[config.mk]
export PLATFORM = sky130hd
export DESIGN_NAME = decoder_top
export DESIGN_NICKNAME = d
export VERILOG_FILES = /design/src/decoder_pkg.sv /design/src/decode_ctrl.sv /design/src/decoder_top.sv /design/src/imm_gen.sv /design/src/instr_classifier.sv
export SDC_FILE = /design/constraint.sdc
export NUM_CORES = 1
export LEC_CHECK = 0
export BUFFER_PORTS_ARGS = -buffer_cell sky130_fd_sc_hd__buf_2
export CORE_AREA = 4 4 97 80
export DETAILED_ROUTE_END_ITERATION = 10
export DIE_AREA = 0 0 101 84
export GPL_TIMING_DRIVEN = 0
export HOLD_SLACK_MARGIN = 0.05
export PLACE_DENSITY = 0.77
export SETUP_SLACK_MARGIN = 0.2
export SYNTH_ARGS = -nofsm -noshare
export SYNTH_HDL_FRONTEND = slang
export SYNTH_SLANG_ARGS = --single-unit
[constraint.sdc]
create_clock -name clk_i -period 3.1 [get_ports clk_i]
set_input_delay 0.155 -clock clk_i [delete_from_list [all_inputs] [get_ports clk_i]]
set_output_delay 0.155 -clock clk_i [all_outputs]
set_load 0.02 [all_outputs]
[src/decoder_pkg.sv]
//==========================================================================
// RISC-V decoder shared definitions
// Widths, major opcodes, decoded instruction types, immediate formats
// and the registered result word returned on the bus
//==========================================================================
`default_nettype none

package decoder_pkg;

    localparam int XLEN      = 32;      // Instruction and immediate width
    localparam int REG_IDX_W = 5;       // x0..x31

    // Major opcodes, ISA encodings of instr[6:0]
    typedef enum logic [6:0] {
        OPC_BRANCH   = 7'b1100011,
        OPC_LOAD     = 7'b0000011,
        OPC_STORE    = 7'b0100011,
        OPC_OP_IMM   = 7'b0010011,
        OPC_OP       = 7'b0110011,
        OPC_SYSTEM   = 7'b1110011,
        OPC_LUI      = 7'b0110111,
        OPC_AUIPC    = 7'b0010111,
        OPC_JAL      = 7'b1101111,
        OPC_JALR     = 7'b1100111,
        OPC_MISC_MEM = 7'b0001111
    } opcode_e;

    //======================================================================
    // Decoded instruction types, numbered from 1 in this order
    //======================================================================
    typedef enum logic [6:0] {
        INSTR_NONE = 7'd0,
        INSTR_BEQ, INSTR_BNE, INSTR_BLT, INSTR_BGE,             // 1..4
        INSTR_BLTU, INSTR_BGEU,                                 // 5..6
        INSTR_LB, INSTR_LH, INSTR_LW, INSTR_LBU, INSTR_LHU,     // 7..11
        INSTR_SB, INSTR_SH, INSTR_SW,                           // 12..14
        INSTR_ADDI, INSTR_SLTI, INSTR_SLTIU, INSTR_XORI,        // 15..18
        INSTR_ORI, INSTR_ANDI,                                  // 19..20
        INSTR_SLLI, INSTR_SRLI, INSTR_SRAI,                     // 21..23
        INSTR_ADD, INSTR_SUB, INSTR_SLL, INSTR_SLT,             // 24..27
        INSTR_SLTU, INSTR_XOR, INSTR_SRL, INSTR_SRA,            // 28..31
        INSTR_OR, INSTR_AND,                                    // 32..33
        INSTR_ECALL, INSTR_EBREAK, INSTR_MRET, INSTR_WFI,       // 34..37
        INSTR_CSRRW, INSTR_CSRRS, INSTR_CSRRC,                  // 38..40
        INSTR_CSRRWI, INSTR_CSRRSI, INSTR_CSRRCI,               // 41..43
        INSTR_LUI, INSTR_AUIPC, INSTR_JAL, INSTR_JALR,          // 44..47
        INSTR_FENCE                                             // 48
    } instr_type_e;

    // Immediate formats
    typedef enum logic [2:0] {
        IMM_NONE = 3'd0,                // Zero
        IMM_I    = 3'd1,                // 12 bit, sign-extended
        IMM_S    = 3'd2,                // Store split
        IMM_B    = 3'd3,                // Branch offset, bit 0 zero
        IMM_U    = 3'd4,                // Upper 20 bits
        IMM_J    = 3'd5,                // Jump offset, bit 0 zero
        IMM_CSR  = 3'd6                 // CSR address, zero-extended
    } imm_fmt_e;

    // Decoded result, 55 bits
    typedef struct packed {
        instr_type_e            op_type;
        logic [REG_IDX_W-1:0]   rd;
        logic [REG_IDX_W-1:0]   rs1;
        logic [REG_IDX_W-1:0]   rs2;
        logic [XLEN-1:0]        imm;
        logic                   load_rs;    // rs1/rs2 read from regfile
    } decoded_t;

endpackage

`default_nettype wire

[src/decode_ctrl.sv]
//==========================================================================
// Decoder bus control
// Accepts a strobe, registers the decoded result one cycle later and
// returns ack or err. Both drop with the strobe.
//==========================================================================
`timescale 1ns/1ps
`default_nettype none

module decode_ctrl (
    input  wire logic                         clk_i,
    input  wire logic                         rst_i,
    input  wire logic                         stb_i,
    input  wire logic                         cyc_i,
    input  wire logic                         illegal_i,
    input  wire decoder_pkg::decoded_t        fields_i,
    input  wire logic [decoder_pkg::XLEN-1:0] imm_i,
    output decoder_pkg::decoded_t             decoded_o,
    output logic                              ack_o,
    output logic                              err_o
);

    logic                  done_q;
    logic                  err_q;
    logic                  accept;
    decoder_pkg::decoded_t merged;
    decoder_pkg::decoded_t result_q;

    assign accept = stb_i && cyc_i && !done_q && !err_q;

    always_comb begin
        merged     = fields_i;
        merged.imm = imm_i;                     // Classifier leaves imm zero
    end

    //======================================================================
    // Done flags and result register
    //======================================================================
    always_ff @(posedge clk_i) begin
        if (rst_i) begin
            done_q   <= 1'b0;
            err_q    <= 1'b0;
            result_q <= '0;
        end else if (accept) begin
            if (illegal_i) begin
                err_q <= 1'b1;                  // Result keeps last value
            end else begin
                done_q   <= 1'b1;
                result_q <= merged;
            end
        end else if (!stb_i) begin
            done_q <= 1'b0;                     // Requester released strobe
            err_q  <= 1'b0;
        end
    end

    assign ack_o     = done_q && stb_i;
    assign err_o     = err_q && stb_i;
    assign decoded_o = result_q;

    //======================================================================
    // Checks
    //======================================================================
    a_ack_err_excl: assert property (@(posedge clk_i) disable iff (rst_i)
        !(ack_o && err_o));

    // A completion is always preceded by a cycle with the strobe held
    a_done_after_stb: assert property (@(posedge clk_i) disable iff (rst_i)
        (ack_o || err_o) |-> $past(stb_i));

endmodule

`default_nettype wire

[src/decoder_top.sv]
//==========================================================================
// RV32I/Zicsr instruction decoder, top level
// Strobe/acknowledge bus in front of the combinational classifier and
// immediate generator, result returned one cycle after accept
//==========================================================================
`timescale 1ns/1ps
`default_nettype none

module decoder_top (
    input  wire logic                         clk_i,
    input  wire logic                         rst_i,
    input  wire logic                         stb_i,
    input  wire logic                         cyc_i,
    input  wire logic [decoder_pkg::XLEN-1:0] instr_i,
    output decoder_pkg::decoded_t             decoded_o,
    output logic                              ack_o,
    output logic                              err_o
);

    decoder_pkg::decoded_t       fields;     // imm still zero here
    decoder_pkg::imm_fmt_e       imm_fmt;
    logic [decoder_pkg::XLEN-1:0] imm;
    logic                        illegal;

    instr_classifier instr_classifier_inst (
        .instr_i   (instr_i),
        .fields_o  (fields),
        .imm_fmt_o (imm_fmt),
        .illegal_o (illegal)
    );

    imm_gen imm_gen_inst (
        .instr_i   (instr_i),
        .imm_fmt_i (imm_fmt),
        .imm_o     (imm)
    );

    decode_ctrl decode_ctrl_inst (
        .clk_i     (clk_i),
        .rst_i     (rst_i),
        .stb_i     (stb_i),
        .cyc_i     (cyc_i),
        .illegal_i (illegal),
        .fields_i  (fields),
        .imm_i     (imm),
        .decoded_o (decoded_o),
        .ack_o     (ack_o),
        .err_o     (err_o)
    );

endmodule

`default_nettype wire

[src/imm_gen.sv]
//==========================================================================
// Immediate generator
// Reorders the instruction bits of each RV32I immediate format and
// extends them to the full word width
//==========================================================================
`timescale 1ns/1ps
`default_nettype none

module imm_gen (
    input  wire logic [decoder_pkg::XLEN-1:0] instr_i,
    input  wire decoder_pkg::imm_fmt_e        imm_fmt_i,
    output logic [decoder_pkg::XLEN-1:0]      imm_o
);

    logic sign;

    assign sign = instr_i[decoder_pkg::XLEN-1];

    always_comb begin
        case (imm_fmt_i)
            decoder_pkg::IMM_I: begin
                imm_o = {{(decoder_pkg::XLEN-12){sign}}, instr_i[31:20]};
            end
            decoder_pkg::IMM_S: begin
                imm_o = {{(decoder_pkg::XLEN-12){sign}}, instr_i[31:25], instr_i[11:7]};
            end
            decoder_pkg::IMM_B: begin           // imm[12|10:5|4:1|11]
                imm_o = {{(decoder_pkg::XLEN-12){sign}}, instr_i[7], instr_i[30:25],
                         instr_i[11:8], 1'b0};
            end
            decoder_pkg::IMM_U: begin
                imm_o = {instr_i[31:12], 12'b0};
            end
            decoder_pkg::IMM_J: begin           // imm[20|10:1|11|19:12]
                imm_o = {{(decoder_pkg::XLEN-20){sign}}, instr_i[19:12], instr_i[20],
                         instr_i[30:21], 1'b0};
            end
            decoder_pkg::IMM_CSR: begin
                imm_o = {{(decoder_pkg::XLEN-12){1'b0}}, instr_i[31:20]};
            end
            default: begin                      // IMM_NONE
                imm_o = '0;
            end
        endcase
    end

endmodule

`default_nettype wire

[src/instr_classifier.sv]
//==========================================================================
// Instruction classifier
// Matches opcode, funct3 and funct7/funct12 of an RV32I/Zicsr word and
// gives the instruction type, the register fields it uses, the
// immediate format and the operand-load flag. Unmatched words are illegal.
//==========================================================================
`timescale 1ns/1ps
`default_nettype none

module instr_classifier (
    input  wire logic [decoder_pkg::XLEN-1:0] instr_i,
    output decoder_pkg::decoded_t             fields_o,
    output decoder_pkg::imm_fmt_e             imm_fmt_o,
    output logic                              illegal_o
);

    decoder_pkg::opcode_e     opcode;
    decoder_pkg::instr_type_e op_type;
    logic [2:0]               funct3;
    logic [6:0]               funct7;
    logic [11:0]              funct12;
    logic                     use_rd;
    logic                     use_rs1;
    logic                     use_rs2;

    assign opcode  = decoder_pkg::opcode_e'(instr_i[6:0]);
    assign funct3  = instr_i[14:12];
    assign funct7  = instr_i[31:25];
    assign funct12 = instr_i[31:20];

    always_comb begin
        op_type   = decoder_pkg::INSTR_NONE;
        imm_fmt_o = decoder_pkg::IMM_NONE;
        illegal_o = 1'b0;
        use_rd    = 1'b0;
        use_rs1   = 1'b0;
        use_rs2   = 1'b0;

        case (opcode)
            decoder_pkg::OPC_BRANCH: begin
                {use_rs1, use_rs2} = 2'b11;
                imm_fmt_o = decoder_pkg::IMM_B;
                case (funct3)
                    3'b000:  op_type = decoder_pkg::INSTR_BEQ;
                    3'b001:  op_type = decoder_pkg::INSTR_BNE;
                    3'b100:  op_type = decoder_pkg::INSTR_BLT;
                    3'b101:  op_type = decoder_pkg::INSTR_BGE;
                    3'b110:  op_type = decoder_pkg::INSTR_BLTU;
                    3'b111:  op_type = decoder_pkg::INSTR_BGEU;
                    default: illegal_o = 1'b1;
                endcase
            end

            decoder_pkg::OPC_LOAD: begin
                {use_rd, use_rs1} = 2'b11;
                imm_fmt_o = decoder_pkg::IMM_I;
                case (funct3)
                    3'b000:  op_type = decoder_pkg::INSTR_LB;
                    3'b001:  op_type = decoder_pkg::INSTR_LH;
                    3'b010:  op_type = decoder_pkg::INSTR_LW;
                    3'b100:  op_type = decoder_pkg::INSTR_LBU;
                    3'b101:  op_type = decoder_pkg::INSTR_LHU;
                    default: illegal_o = 1'b1;
                endcase
            end

            decoder_pkg::OPC_STORE: begin
                {use_rs1, use_rs2} = 2'b11;
                imm_fmt_o = decoder_pkg::IMM_S;
                case (funct3)
                    3'b000:  op_type = decoder_pkg::INSTR_SB;
                    3'b001:  op_type = decoder_pkg::INSTR_SH;
                    3'b010:  op_type = decoder_pkg::INSTR_SW;
                    default: illegal_o = 1'b1;
                endcase
            end

            decoder_pkg::OPC_OP_IMM: begin
                {use_rd, use_rs1} = 2'b11;
                imm_fmt_o = decoder_pkg::IMM_I;
                case (funct3)
                    3'b000: op_type = decoder_pkg::INSTR_ADDI;
                    3'b010: op_type = decoder_pkg::INSTR_SLTI;
                    3'b011: op_type = decoder_pkg::INSTR_SLTIU;
                    3'b100: op_type = decoder_pkg::INSTR_XORI;
                    3'b110: op_type = decoder_pkg::INSTR_ORI;
                    3'b111: op_type = decoder_pkg::INSTR_ANDI;
                    3'b001: begin
                        if (funct7 == 7'b0000000) op_type = decoder_pkg::INSTR_SLLI;
                        else                      illegal_o = 1'b1;
                    end
                    default: begin      // 3'b101, shift right
                        if (funct7 == 7'b0000000)      op_type = decoder_pkg::INSTR_SRLI;
                        else if (funct7 == 7'b0100000) op_type = decoder_pkg::INSTR_SRAI;
                        else                           illegal_o = 1'b1;
                    end
                endcase
            end

            decoder_pkg::OPC_OP: begin
                {use_rd, use_rs1, use_rs2} = 3'b111;
                case ({funct7, funct3})
                    10'b0000000_000: op_type = decoder_pkg::INSTR_ADD;
                    10'b0100000_000: op_type = decoder_pkg::INSTR_SUB;
                    10'b0000000_001: op_type = decoder_pkg::INSTR_SLL;
                    10'b0000000_010: op_type = decoder_pkg::INSTR_SLT;
                    10'b0000000_011: op_type = decoder_pkg::INSTR_SLTU;
                    10'b0000000_100: op_type = decoder_pkg::INSTR_XOR;
                    10'b0000000_101: op_type = decoder_pkg::INSTR_SRL;
                    10'b0100000_101: op_type = decoder_pkg::INSTR_SRA;
                    10'b0000000_110: op_type = decoder_pkg::INSTR_OR;
                    10'b0000000_111: op_type = decoder_pkg::INSTR_AND;
                    default:         illegal_o = 1'b1;
                endcase
            end

            decoder_pkg::OPC_SYSTEM: begin
                if (funct3 == 3'b000) begin     // Privileged, no operands
                    case (funct12)
                        12'h000: op_type = decoder_pkg::INSTR_ECALL;
                        12'h001: op_type = decoder_pkg::INSTR_EBREAK;
                        12'h302: op_type = decoder_pkg::INSTR_MRET;
                        12'h105: op_type = decoder_pkg::INSTR_WFI;
                        default: illegal_o = 1'b1;
                    endcase
                end else begin
                    // rs1 holds the 5 bit zimm for the immediate forms
                    {use_rd, use_rs1} = 2'b11;
                    imm_fmt_o = decoder_pkg::IMM_CSR;
                    case (funct3)
                        3'b001:  op_type = decoder_pkg::INSTR_CSRRW;
                        3'b010:  op_type = decoder_pkg::INSTR_CSRRS;
                        3'b011:  op_type = decoder_pkg::INSTR_CSRRC;
                        3'b101:  op_type = decoder_pkg::INSTR_CSRRWI;
                        3'b110:  op_type = decoder_pkg::INSTR_CSRRSI;
                        3'b111:  op_type = decoder_pkg::INSTR_CSRRCI;
                        default: illegal_o = 1'b1;
                    endcase
                end
            end

            decoder_pkg::OPC_LUI: begin
                use_rd    = 1'b1;
                imm_fmt_o = decoder_pkg::IMM_U;
                op_type   = decoder_pkg::INSTR_LUI;
            end

            decoder_pkg::OPC_AUIPC: begin
                use_rd    = 1'b1;
                imm_fmt_o = decoder_pkg::IMM_U;
                op_type   = decoder_pkg::INSTR_AUIPC;
            end

            decoder_pkg::OPC_JAL: begin
                use_rd    = 1'b1;
                imm_fmt_o = decoder_pkg::IMM_J;
                op_type   = decoder_pkg::INSTR_JAL;
            end

            decoder_pkg::OPC_JALR: begin
                {use_rd, use_rs1} = 2'b11;
                imm_fmt_o = decoder_pkg::IMM_I;
                if (funct3 == 3'b000) op_type = decoder_pkg::INSTR_JALR;
                else                  illegal_o = 1'b1;
            end

            decoder_pkg::OPC_MISC_MEM: begin
                {use_rd, use_rs1} = 2'b11;
                imm_fmt_o = decoder_pkg::IMM_I;     // pred/succ bits
                if (funct3 == 3'b000) op_type = decoder_pkg::INSTR_FENCE;
                else                  illegal_o = 1'b1;
            end

            default: illegal_o = 1'b1;              // Unknown opcode
        endcase

        // Unused fields read as zero, imm is merged downstream
        fields_o.op_type = op_type;
        fields_o.rd      = use_rd  ? instr_i[11:7]  : '0;
        fields_o.rs1     = use_rs1 ? instr_i[19:15] : '0;
        fields_o.rs2     = use_rs2 ? instr_i[24:20] : '0;
        fields_o.imm     = '0;
        fields_o.load_rs = !(op_type inside {
            decoder_pkg::INSTR_NONE,   decoder_pkg::INSTR_LUI,
            decoder_pkg::INSTR_AUIPC,  decoder_pkg::INSTR_JAL,
            decoder_pkg::INSTR_ECALL,  decoder_pkg::INSTR_EBREAK,
            decoder_pkg::INSTR_MRET,   decoder_pkg::INSTR_WFI,
            decoder_pkg::INSTR_CSRRWI, decoder_pkg::INSTR_CSRRSI,
            decoder_pkg::INSTR_CSRRCI});
    end

endmodule

`default_nettype wire

Word-level counts from Yosys, hierarchy flattened
Cells that the tools add are included.
Widths: inputs -> output; s select.
{ "classes": {"order_cmp": 0, "eq_ne": 50, "n_div": 0, "reduce_logical": 31, "addsub": 0, "shift": 0, "n_mul": 0, "n_bitwise": 1, "mux": 41} }
{ "op_table": {"columns": ["operator", "n"], "rows": [
  ["$pmux 32 s6", 1],
  ["$eq 7x6->1 const B", 14],
  ["$pmux 7 s11", 1],
  ["$pmux 6 s10", 1],
  ["$pmux 7 s7", 1],
  ["$eq 10x3->1 const B", 4],
  ["$pmux 3 s6", 2],
  ["$pmux 6 s6", 1],
  ["$eq 7x7->1 const B", 4],
  ["$mux 5", 5],
  ["$pmux 6 s4", 1],
  ["$eq 3x3->1 const B", 7],
  ["$eq 10x2->1 const B", 2],
  ["$eq 10x9->1 const B", 2],
  ["$pmux 4 s5", 1],
  ["$reduce_or 6->1", 3],
  ["$mux 1", 17],
  ["$eq 7x5->1 const B", 2],
  ["$logic_not 7->1", 2],
  ["$mux 7", 2],
  ["$eq 12x1->1 const B", 1],
  ["$eq 12x10->1 const B", 1],
  ["$eq 12x9->1 const B", 1],
  ["$eq 3x2->1 const B", 4],
  ["other kinds (26)", 43]
]} }
{ "word_totals": {"ramBits": 0, "rom_bits": 0, "mem_count": 0, "regBits": 57, "elab_cells": 131, "latchBits": 0, "output_inout_bits": 57, "input_bits": 36} }

Logic depth before layout (Yosys ltp)
Gate-level depths: netlist of the first run.
{ "logic_depth": {"depth_word": 8, "ltp_mapped": 13, "ltp_nobuf": 8} }

Modules after synthesis
From an unflattened synthesis of the first run, not the netlist that was laid out.
{ "unflattened": {"hier_cells": 551, "hier_area_um2": 4652.0} }
{ "modules_own_cells": {"columns": ["mod", "area_each_um2", "instances", "cells_each", "seq_area_each_um2"], "rows": [
  ["decode_ctrl", 2560.0, 1, 249, 1141.1],
  ["instr_classifier", 1487.7, 1, 224, 0.0],
  ["imm_gen", 604.3, 1, 78, 0.0]
]} }

Worst setup path before layout of the first run
Ideal clock, no wire load.
{ "synth_timing": {"path_kind": "input to register", "start": "input instr_i[2] in the netlist's numbering", "end": "register decode_ctrl_inst.result_q, in the netlist decode_ctrl_inst.decoded_o[0]", "path_stages": 11, "path_buffers": 3, "arrival_time_ns": 2.117, "slack_ns": 0.897, "cell_sequence": "buf_2 > and4bb_1 > buf_2 > and2_1 > clkbuf_1 > a21oi_1 > nor2_1 > a2111oi_2 > mux2i_1 > o311ai_1 > a211oi_1"} }
{ "synth_via": {"elab_chain_cells": 5, "word_cells_on_any_way": 30} }
{ "synth_rtl": {"columns": ["element", "line_no", "rtl"], "rows": [
  ["from (decl)", "decoder_top.sv:14", "input wire logic [decoder_pkg::XLEN-1:0] instr_i,"],
  ["$eq 7x4->1, or another cell as far along", "instr_classifier.sv:39", "case (opcode)"],
  ["$pmux 7 s11, or another cell as far along", "instr_classifier.sv:39", null],
  ["$eq 7x6->1, or another cell as far along", "instr_classifier.sv:183", "fields_o.load_rs = !(op_type inside {"],
  ["$reduce_bool 11->1 or $not 1->1 (tied branches)", null, null],
  ["$logic_not 1->1 or $reduce_and 2->1 (tied branches)", null, null],
  ["to (signal assigned)", "decode_ctrl.sv:48", "result_q <= merged;"],
  ["to (decl)", "decode_ctrl.sv:26", "decoder_pkg::decoded_t result_q;"]
]} }
Several ways; a longest one is shown, not always the timed one.
A chain may end at the register's enable or synchronous reset.

Worst setup path in the final report of the first run
{ "layout_timing": {"start": "input instr_i[25] in the netlist's numbering", "end": "register decode_ctrl_inst.result_q, in the netlist decode_ctrl_inst.decoded_o[33]"} }
{ "layout_via": {"elab_chain_cells": 7, "word_cells_on_any_way": 28} }
{ "layout_rtl": {"columns": ["element", "line_no", "rtl"], "rows": [
  ["$eq 12x1->1, or another cell as far along", "instr_classifier.sv:119", "case (funct12)"],
  ["$reduce_or 4->1 (no line) or $mux 1 (tied branches)", null, null],
  ["$mux 1, on equally long branches", "instr_classifier.sv:119, instr_classifier.sv:93", null],
  ["$mux 1 or $pmux 1 s2 (tied branches)", "instr_classifier.sv:118, instr_classifier.sv:81", null],
  ["$pmux 1 s8 *", "instr_classifier.sv:39", null],
  ["$not 1->1 (no line) *", null, null],
  ["$reduce_and 2->1 (no line) *", null, null]
]} }
Mark *: on every way between the ends. The rest lies on a longest branch, timed or not.

==> results.toml, run 1 <==
[routing]
wl_um = 11100
first_iter_violations = 336
wire_per_inst_um = 17.5
average_via_count_per_standard_cell = 6.10
route.detailed.drc = 0
routed-via-count = 3881
first_pass_iters = 8
ant_nets = 0

[sta]
report.final.setup_viol = 0
finClkSkew_ns = 0.00745
hold_viol = 0
finalHoldWorstSlack_ns = 0.128
maxClockFrequency_mhz = 412
timing.final.ws_setup_ns = 0.675
unrepaired_setup_endpoints_after_global_routing = "no"
min_period_over_period_pct = 78.2
drv_slew = 0
worst_pin_slew_ns = 0.772
totalNegativeSetupSlack_ns = 0
min_period_ns = 2.42
slew_headroom_pct = 48.4

[die]
floorplan.io_pins = 93
die-height_um = 84
rows = 27
floorplan.die_area_um2 = 8480
design.core.area_um2 = 6790
floorplan.initialDensity_pct = 52.0
die_w_um = 101

[setup_path]
critical_path_peak_fanout = 10
critical_path_arrival_ns = 2.67
rr_worst_depth = 7
cp_data_required_time_ns = 3.34
setup.reg_to_reg.worst_slack_ns = 1.14
crit-reg2reg-launch = "decode_ctrl_inst.done_q"
timing.critical_path.to_type = "flip-flop"
critPathLaunchType = "input port"
worst_r2r_endpoint = "decode_ctrl_inst.decoded_o[9]"
timing.setup.critical_path_class = "input port to flip-flop"

[final_layout]
share_of_layout_cells_above_drive_strength_1_pct = 24.4
antenna_fix_cells = 0
syn2layout_area_growth_pct = 17.7
finish.instance_area_um2 = 4160
final_stage_net_count = 584

[grt]
grt.overflow.total = 0
grt_pass1_vias = 3728
grt_pass1_wl_um = 18400
antenna_found_initial = 0
pin_count_of_the_biggest_net_entering_global_routing = 19
grt_use_total_pct = 26.2

[synth]
synth_largest_area_cell = "dfxtp_1"
syn_area_per_cell_um2 = 7.74
yosys_register_bits = 56
synth_top_area_cells = "dfxtp_1 32%, a21oi_1 8.5%, nand2_1 6.0%"
syn-instance-count = 456
synth.cell_area_um2 = 3530
yosys.area.top_type_share_pct = 31.8
yosysSeqAreaShare_pct = 31.8
synth_top_flop_cell = "dfxtp_1"
yosys.cell_types.count = 66
synth.net_count = 492
synth.yosys.warnings = 0
synth_async_sr_flop_share_pct = 0
synth-edff-count = 0

[clock_network]
cts_max_level = 2
worst_skew_pair.late_latency_ns = 0.31
tritoncts = "done"
cts-root-buf = "clkbuf_8"
cts.hold.buffers_added = 0
post_cts_buffers = 0
numClockSinks = 56
post_cts_repair_resize_count = 0
clockBufferDepth = 2
cts_made_buffers = 5
cts_clk_pin_slew_worst_paths_ns = 0.11

[power_and_ir_drop]
power_density_nw_per_um2 = 326
power_leakage_uw = 0.00165
peak_ir_drop_on_the_vdd_network_uv = 254

[min_path]
worst_hold_startpoint = "instr_i[11]"
worstHoldPathCells = 3
min_delay_worst_endpoint = "decode_ctrl_inst.decoded_o[47]"
holdCritPathClass = "input port to flip-flop"

[placed_design]
dpl.hpwl_um = 8650
gp_routability_congestion = 1.02
dpl-instance-area_um2 = 4060
place.port_buffers = 85
worst_setup_timing_slack_at_the_placement_stage_ns = 0.390

[run]
drv.max_cap_violation_count = 0

[outcome]
outcome = "complete, no violations"
-- cells in the mapped netlist, types with 3 or more instances --
| library cell | count |
|---|---|
| a21oi_1 | 60 |
| o2bb2ai_1 | 6 |
| and2_1 | 5 |
| nor4bb_1 | 3 |
| nor2b_1 | 4 |
| a31oi_1 | 5 |
| nor3_1 | 11 |
| a22oi_1 | 7 |
| and3_1 | 6 |
| xnor2_1 | 3 |
| xor2_1 | 3 |
| nand2_1 | 56 |
| o2bb2ai_2 | 10 |
| nand3_1 | 22 |
| o21ai_1 | 4 |
| nand2b_1 | 8 |
| nand3b_1 | 3 |
| and3b_1 | 6 |
| buf_1 | 4 |
| inv_1 | 5 |
| nor2_1 | 38 |
| o311ai_0 | 3 |
| a21o_1 | 12 |
| a211oi_1 | 8 |
| a2bb2oi_1 | 4 |
| nor4_1 | 3 |
| or2_1 | 4 |
| clkbuf_1 | 17 |
| dfxtp_1 | 56 |
| nor3b_1 | 7 |
| buf_2 | 18 |
| a22o_1 | 3 |
| o21ai_0 | 12 |
-- layout make-up --
cell class                      instances  area (um2)
Fill cell                             632        2640
Clock buffer                            5        68.8
Sequential cell                        56        1120
Clock inverter                          3        22.5
Inverter                                5        18.8
Timing Repair Buffer                   85         425
Tap cell                               87         109
Multi-Input combinational cell        353        2190
Buffer                                 42         199
-- how the worst max path moves through the flow --
stage	startpoint	to	slack, ns	depth (start not counted)
final	instr_i[25]	decode_ctrl_inst.decoded_o[33]	0.68	11
after CTS	instr_i[2]	decode_ctrl_inst.decoded_o[31]	0.71	10
after global placement	instr_i[25]	decode_ctrl_inst.decoded_o[46]	0.42	11
after global routing	instr_i[5]	decode_ctrl_inst.decoded_o[33]	0.43	12
after detailed placement	instr_i[25]	decode_ctrl_inst.decoded_o[33]	0.39	11
after floorplan	instr_i[2]	decode_ctrl_inst.decoded_o[0]	0.90	11
-- cell families after synthesis --
group / synth area share (%)
simple gates: 29.7
compound gates: 30.5
flops: 31.8
buf+inv: 6.17
xor+xnor: 1.49
mux: 0.284
other cells: 0.106
-- state kept, by name, indices dropped and copies added (netlist names) --
signal / cells
decode_ctrl_inst.decoded_o: 54
decode_ctrl_inst.done_q: 1
decode_ctrl_inst.err_q: 1
-- metrics by stage --
stage	power, uW	util (%)	cells
2_1_floorplan	878	-	456
3_3_place_gp	949	59.8	628
3_5_place_dp	951	59.8	628
4_1_cts	1350	61.2	636
5_1_grt	1420	61.2	636
6_report	1350	61.2	636
-- layer usage --
layer | vias to the layer above | wire length [um] | track usage (%)
met5 | - | 0 | 0
met4 | 0 | 155 | 4.71
met3 | 14 | 1040 | 5.01
met2 | 216 | 5120 | 41.5
met1 | 1810 | 4800 | 37.3
li1 | 1841 | - | -
-- power by group --
| part | internal [uW] | switching, uW | total, uW | leakage, uW |
|---|---|---|---|---|
| logic | 74.1 | 145 | 219 | 0.00115 |
| clock network | 163 | 250 | 412 | 0.0000485 |
| registers | 722 | 1.34 | 723 | 0.000451 |
-- worst max-delay path, cell delays in order --
cell     delay, ns
buf_2         0.14
nor4_4        0.51
nand3_1       0.15
nor3b_2       0.20
nor4_4        0.29
nand3_1       0.19
nor2b_1       0.24
buf_2         0.27
buf_2         0.24
nand3_1       0.11
a21oi_1       0.17
-- placed cells by master (no fill, tap or decap), types with 10 or more instances in the layout --
| cell type | instances |
|---|---|
| a21o_1 | 12 |
| a21oi_1 | 60 |
| buf_2 | 103 |
| clkbuf_1 | 17 |
| dfxtp_1 | 56 |
| nand2_1 | 56 |
| nand3_1 | 22 |
| nor2_1 | 38 |
| nor3_1 | 11 |
| o21ai_0 | 12 |
| o2bb2ai_2 | 10 |
Note: power is estimated with default switching activity, not from simulation.
==> inputs of run 2 (changes only) <==
--- a/config.mk
+++ b/config.mk
@@ -6,12 +6,12 @@
 export NUM_CORES = 1
 export LEC_CHECK = 0
 export BUFFER_PORTS_ARGS = -buffer_cell sky130_fd_sc_hd__buf_2
-export CORE_AREA = 4 4 97 80
+export CORE_AREA = 4 4 101 84
 export DETAILED_ROUTE_END_ITERATION = 10
-export DIE_AREA = 0 0 101 84
+export DIE_AREA = 0 0 105 88
 export GPL_TIMING_DRIVEN = 0
 export HOLD_SLACK_MARGIN = 0.05
-export PLACE_DENSITY = 0.77
+export PLACE_DENSITY = 0.74
 export SETUP_SLACK_MARGIN = 0.2
 export SYNTH_ARGS = -nofsm -noshare
 export SYNTH_HDL_FRONTEND = slang
==> constraint.sdc (replaced) <==
create_clock -name clk_i -period 2.05 [get_ports clk_i]
set_input_delay 0.1025 -clock clk_i [delete_from_list [all_inputs] [get_ports clk_i]]
set_output_delay 0.1025 -clock clk_i [all_outputs]
set_load 0.02 [all_outputs]
==> results.toml, run 2 (synthesis results as in run 1) <==
[outcome]
outcome = "finished, violations left"
failed_checks = "setup timing"

[grt]
grt_pass1_wl_um = 19300
grt.overflow.total = 0
pin_count_of_the_biggest_net_entering_global_routing = 20
antenna_found_initial = 0
grt_use_total_pct = 25.8
grt_pass1_vias = 3840

[power_and_ir_drop]
sw_frac_of_total_pct = 31.1
seqPwrFrac_pct = 50.1
share_comb_of_total_power_pct = 19.7
p_total_uw = 2180
power.switching_uw = 679
power_leakage_uw = 0.00208
power_density_nw_per_um2 = 409
clock_power_share_pct = 30.2
peak_ir_drop_on_the_vdd_network_uv = 350
p_int_uw = 1500

[routing]
first_pass_iters = 6
route.detailed.drc = 0
wire_per_inst_um = 20.8
first_iter_violations = 464
ant_nets = 0
wl_um = 14000
average_via_count_per_standard_cell = 6.47
routed-via-count = 4348

[final_layout]
layout_commonest_cell = "buf_2"
post_layout_nonfiller_instances = 672
largest_register_ff_count = 54
final_stage_net_count = 617
n_fill_cell = 505
share_of_layout_cells_above_drive_strength_1_pct = 46.4
syn2layout_area_growth_pct = 51.3
final_cell_mix = "92 x buf_2, 56 x dfxtp_1, 35 x nand2_1"
antenna_fix_cells = 0

[placed_design]
gp_routability_congestion = 0.949
worst_setup_timing_slack_at_the_placement_stage_ns = -0.671
dpl.hpwl_um = 8990
place.port_buffers = 85
placed_cells = 631

[sta]
hold_viol = 0
timing.final.ws_setup_ns = -0.187
worst_pin_slew_ns = 0.864
finClkSkew_ns = 0.0115
unrepaired_setup_endpoints_after_global_routing = "yes"
report.final.setup_viol = 40
drv_slew = 0
min_period_over_period_pct = 109
totalNegativeSetupSlack_ns = -3.36
maxClockFrequency_mhz = 447
min_period_ns = 2.24
slew_headroom_pct = 41.6

[clock_network]
cts-root-buf = "clkbuf_8"
cts_made_buffers = 5
cts_clk_pin_slew_worst_paths_ns = 0.11
cts_max_level = 2
clockBufferDepth = 2
worst_skew_pair.late_latency_ns = 0.32
tritoncts = "done"
numClockSinks = 56

[setup_path]
cp_data_required_time_ns = 2.32
timing.setup.critical_path_class = "input port to flip-flop"
critical_path_arrival_ns = 2.51
rr_worst_depth = 9
timing.critical_path.to_type = "flip-flop"
critical_path_peak_fanout = 5
critPathLaunchType = "input port"

[die]
die-height_um = 88
rows = 28
die_w_um = 105
design.core.area_um2 = 7360
floorplan.die_area_um2 = 9240
floorplan.initialDensity_pct = 48.0
floorplan.io_pins = 93

[min_path]
holdCritPathClass = "input port to flip-flop"
worstHoldPathCells = 2

[run]
drv.max_cap_violation_count = 0
[run 2: cell types whose count changed in the layout (fill, tap and decap cells not counted), sizes merged]
cell and change:
dlygate4sd3 +2, clkinvlp +1, buf +31, clkinv -1
[run 2: critical path, cell delays in order]
cell and delay [ns]:
buf_8 0.10, nor4_4 0.43, nand3_1 0.16, nor3b_4 0.19, nor4_4 0.31, nand4_2 0.17
a31o_1 0.25, buf_6 0.13, or2_1 0.24, buf_6 0.16, buf_8 0.14, o2bb2ai_4 0.11
[run 2: what timing repair did]
action / 4_1_cts / 5_1_grt
endpoints found under the hold margin: 1 / 2
cloned: 1 / 5
pin swaps: 17 / 44
buffers inserted: 15 / 10
endpoints found under the setup margin: 55 / 55
gates resized for setup: 47 / 153
[run 2: layer usage]
metal / GRT usage (%) / up-vias / wire [um]
met2: 40.4 / 292 / 6390
met1: 34.9 / 2062 / 5530
met5: 0 / - / 0
met3: 6.48 / 78 / 1400
li1: - / 1916 / -
met4: 9.06 / 0 / 678
[run 2: area by class of cell]
| cell class | instances | area [um2] | share of cell area (%) |
|---|---|---|---|
| clock buffers | 5 | 68.8 | 1.29 |
| plain buffers | 42 | 329 | 6.16 |
| clock inverters | 3 | 27.5 | 0.515 |
| multi-input cells | 353 | 2820 | 52.8 |
| well taps | 90 | 113 | 2.11 |
| flip-flops and latches | 56 | 1120 | 21.0 |
| repair buffers | 118 | 841 | 15.7 |
| inverters | 5 | 18.8 | 0.351 |
[run 2: power by group through the flow]
stage	Clock, uW	Sequential, uW	Combinational [uW]
global route	704	1090	455
floorplan	0	1120	210
finish	659	1090	429
detailed placement	0	1120	328
global placement	0	1120	325
CTS	659	1090	353
[run 2: metrics by stage]
stage	area (um2)	hold WS, ns	utilization, %
after CTS	4510	0.0404	61.3
after global routing	5340	0.0731	72.6
final	5340	0.0766	72.6
after floorplan	3570	0.254	-
after global placement	4110	0.395	55.8
after detailed placement	4110	0.402	55.8
[run 2: final timing paths]
| path | slack, ns | from | to |
|---|---|---|---|
| setup / recovery | -0.19 | instr_i[27] | decode_ctrl_inst.decoded_o[24] |
| hold / removal | 0.08 | stb_i | decode_ctrl_inst.err_q |
| setup reg to reg | 0.09 | decode_ctrl_inst.done_q | decode_ctrl_inst.decoded_o[24] |
| hold reg to reg | 0.47 | decode_ctrl_inst.decoded_o[17] | decode_ctrl_inst.decoded_o[17] |
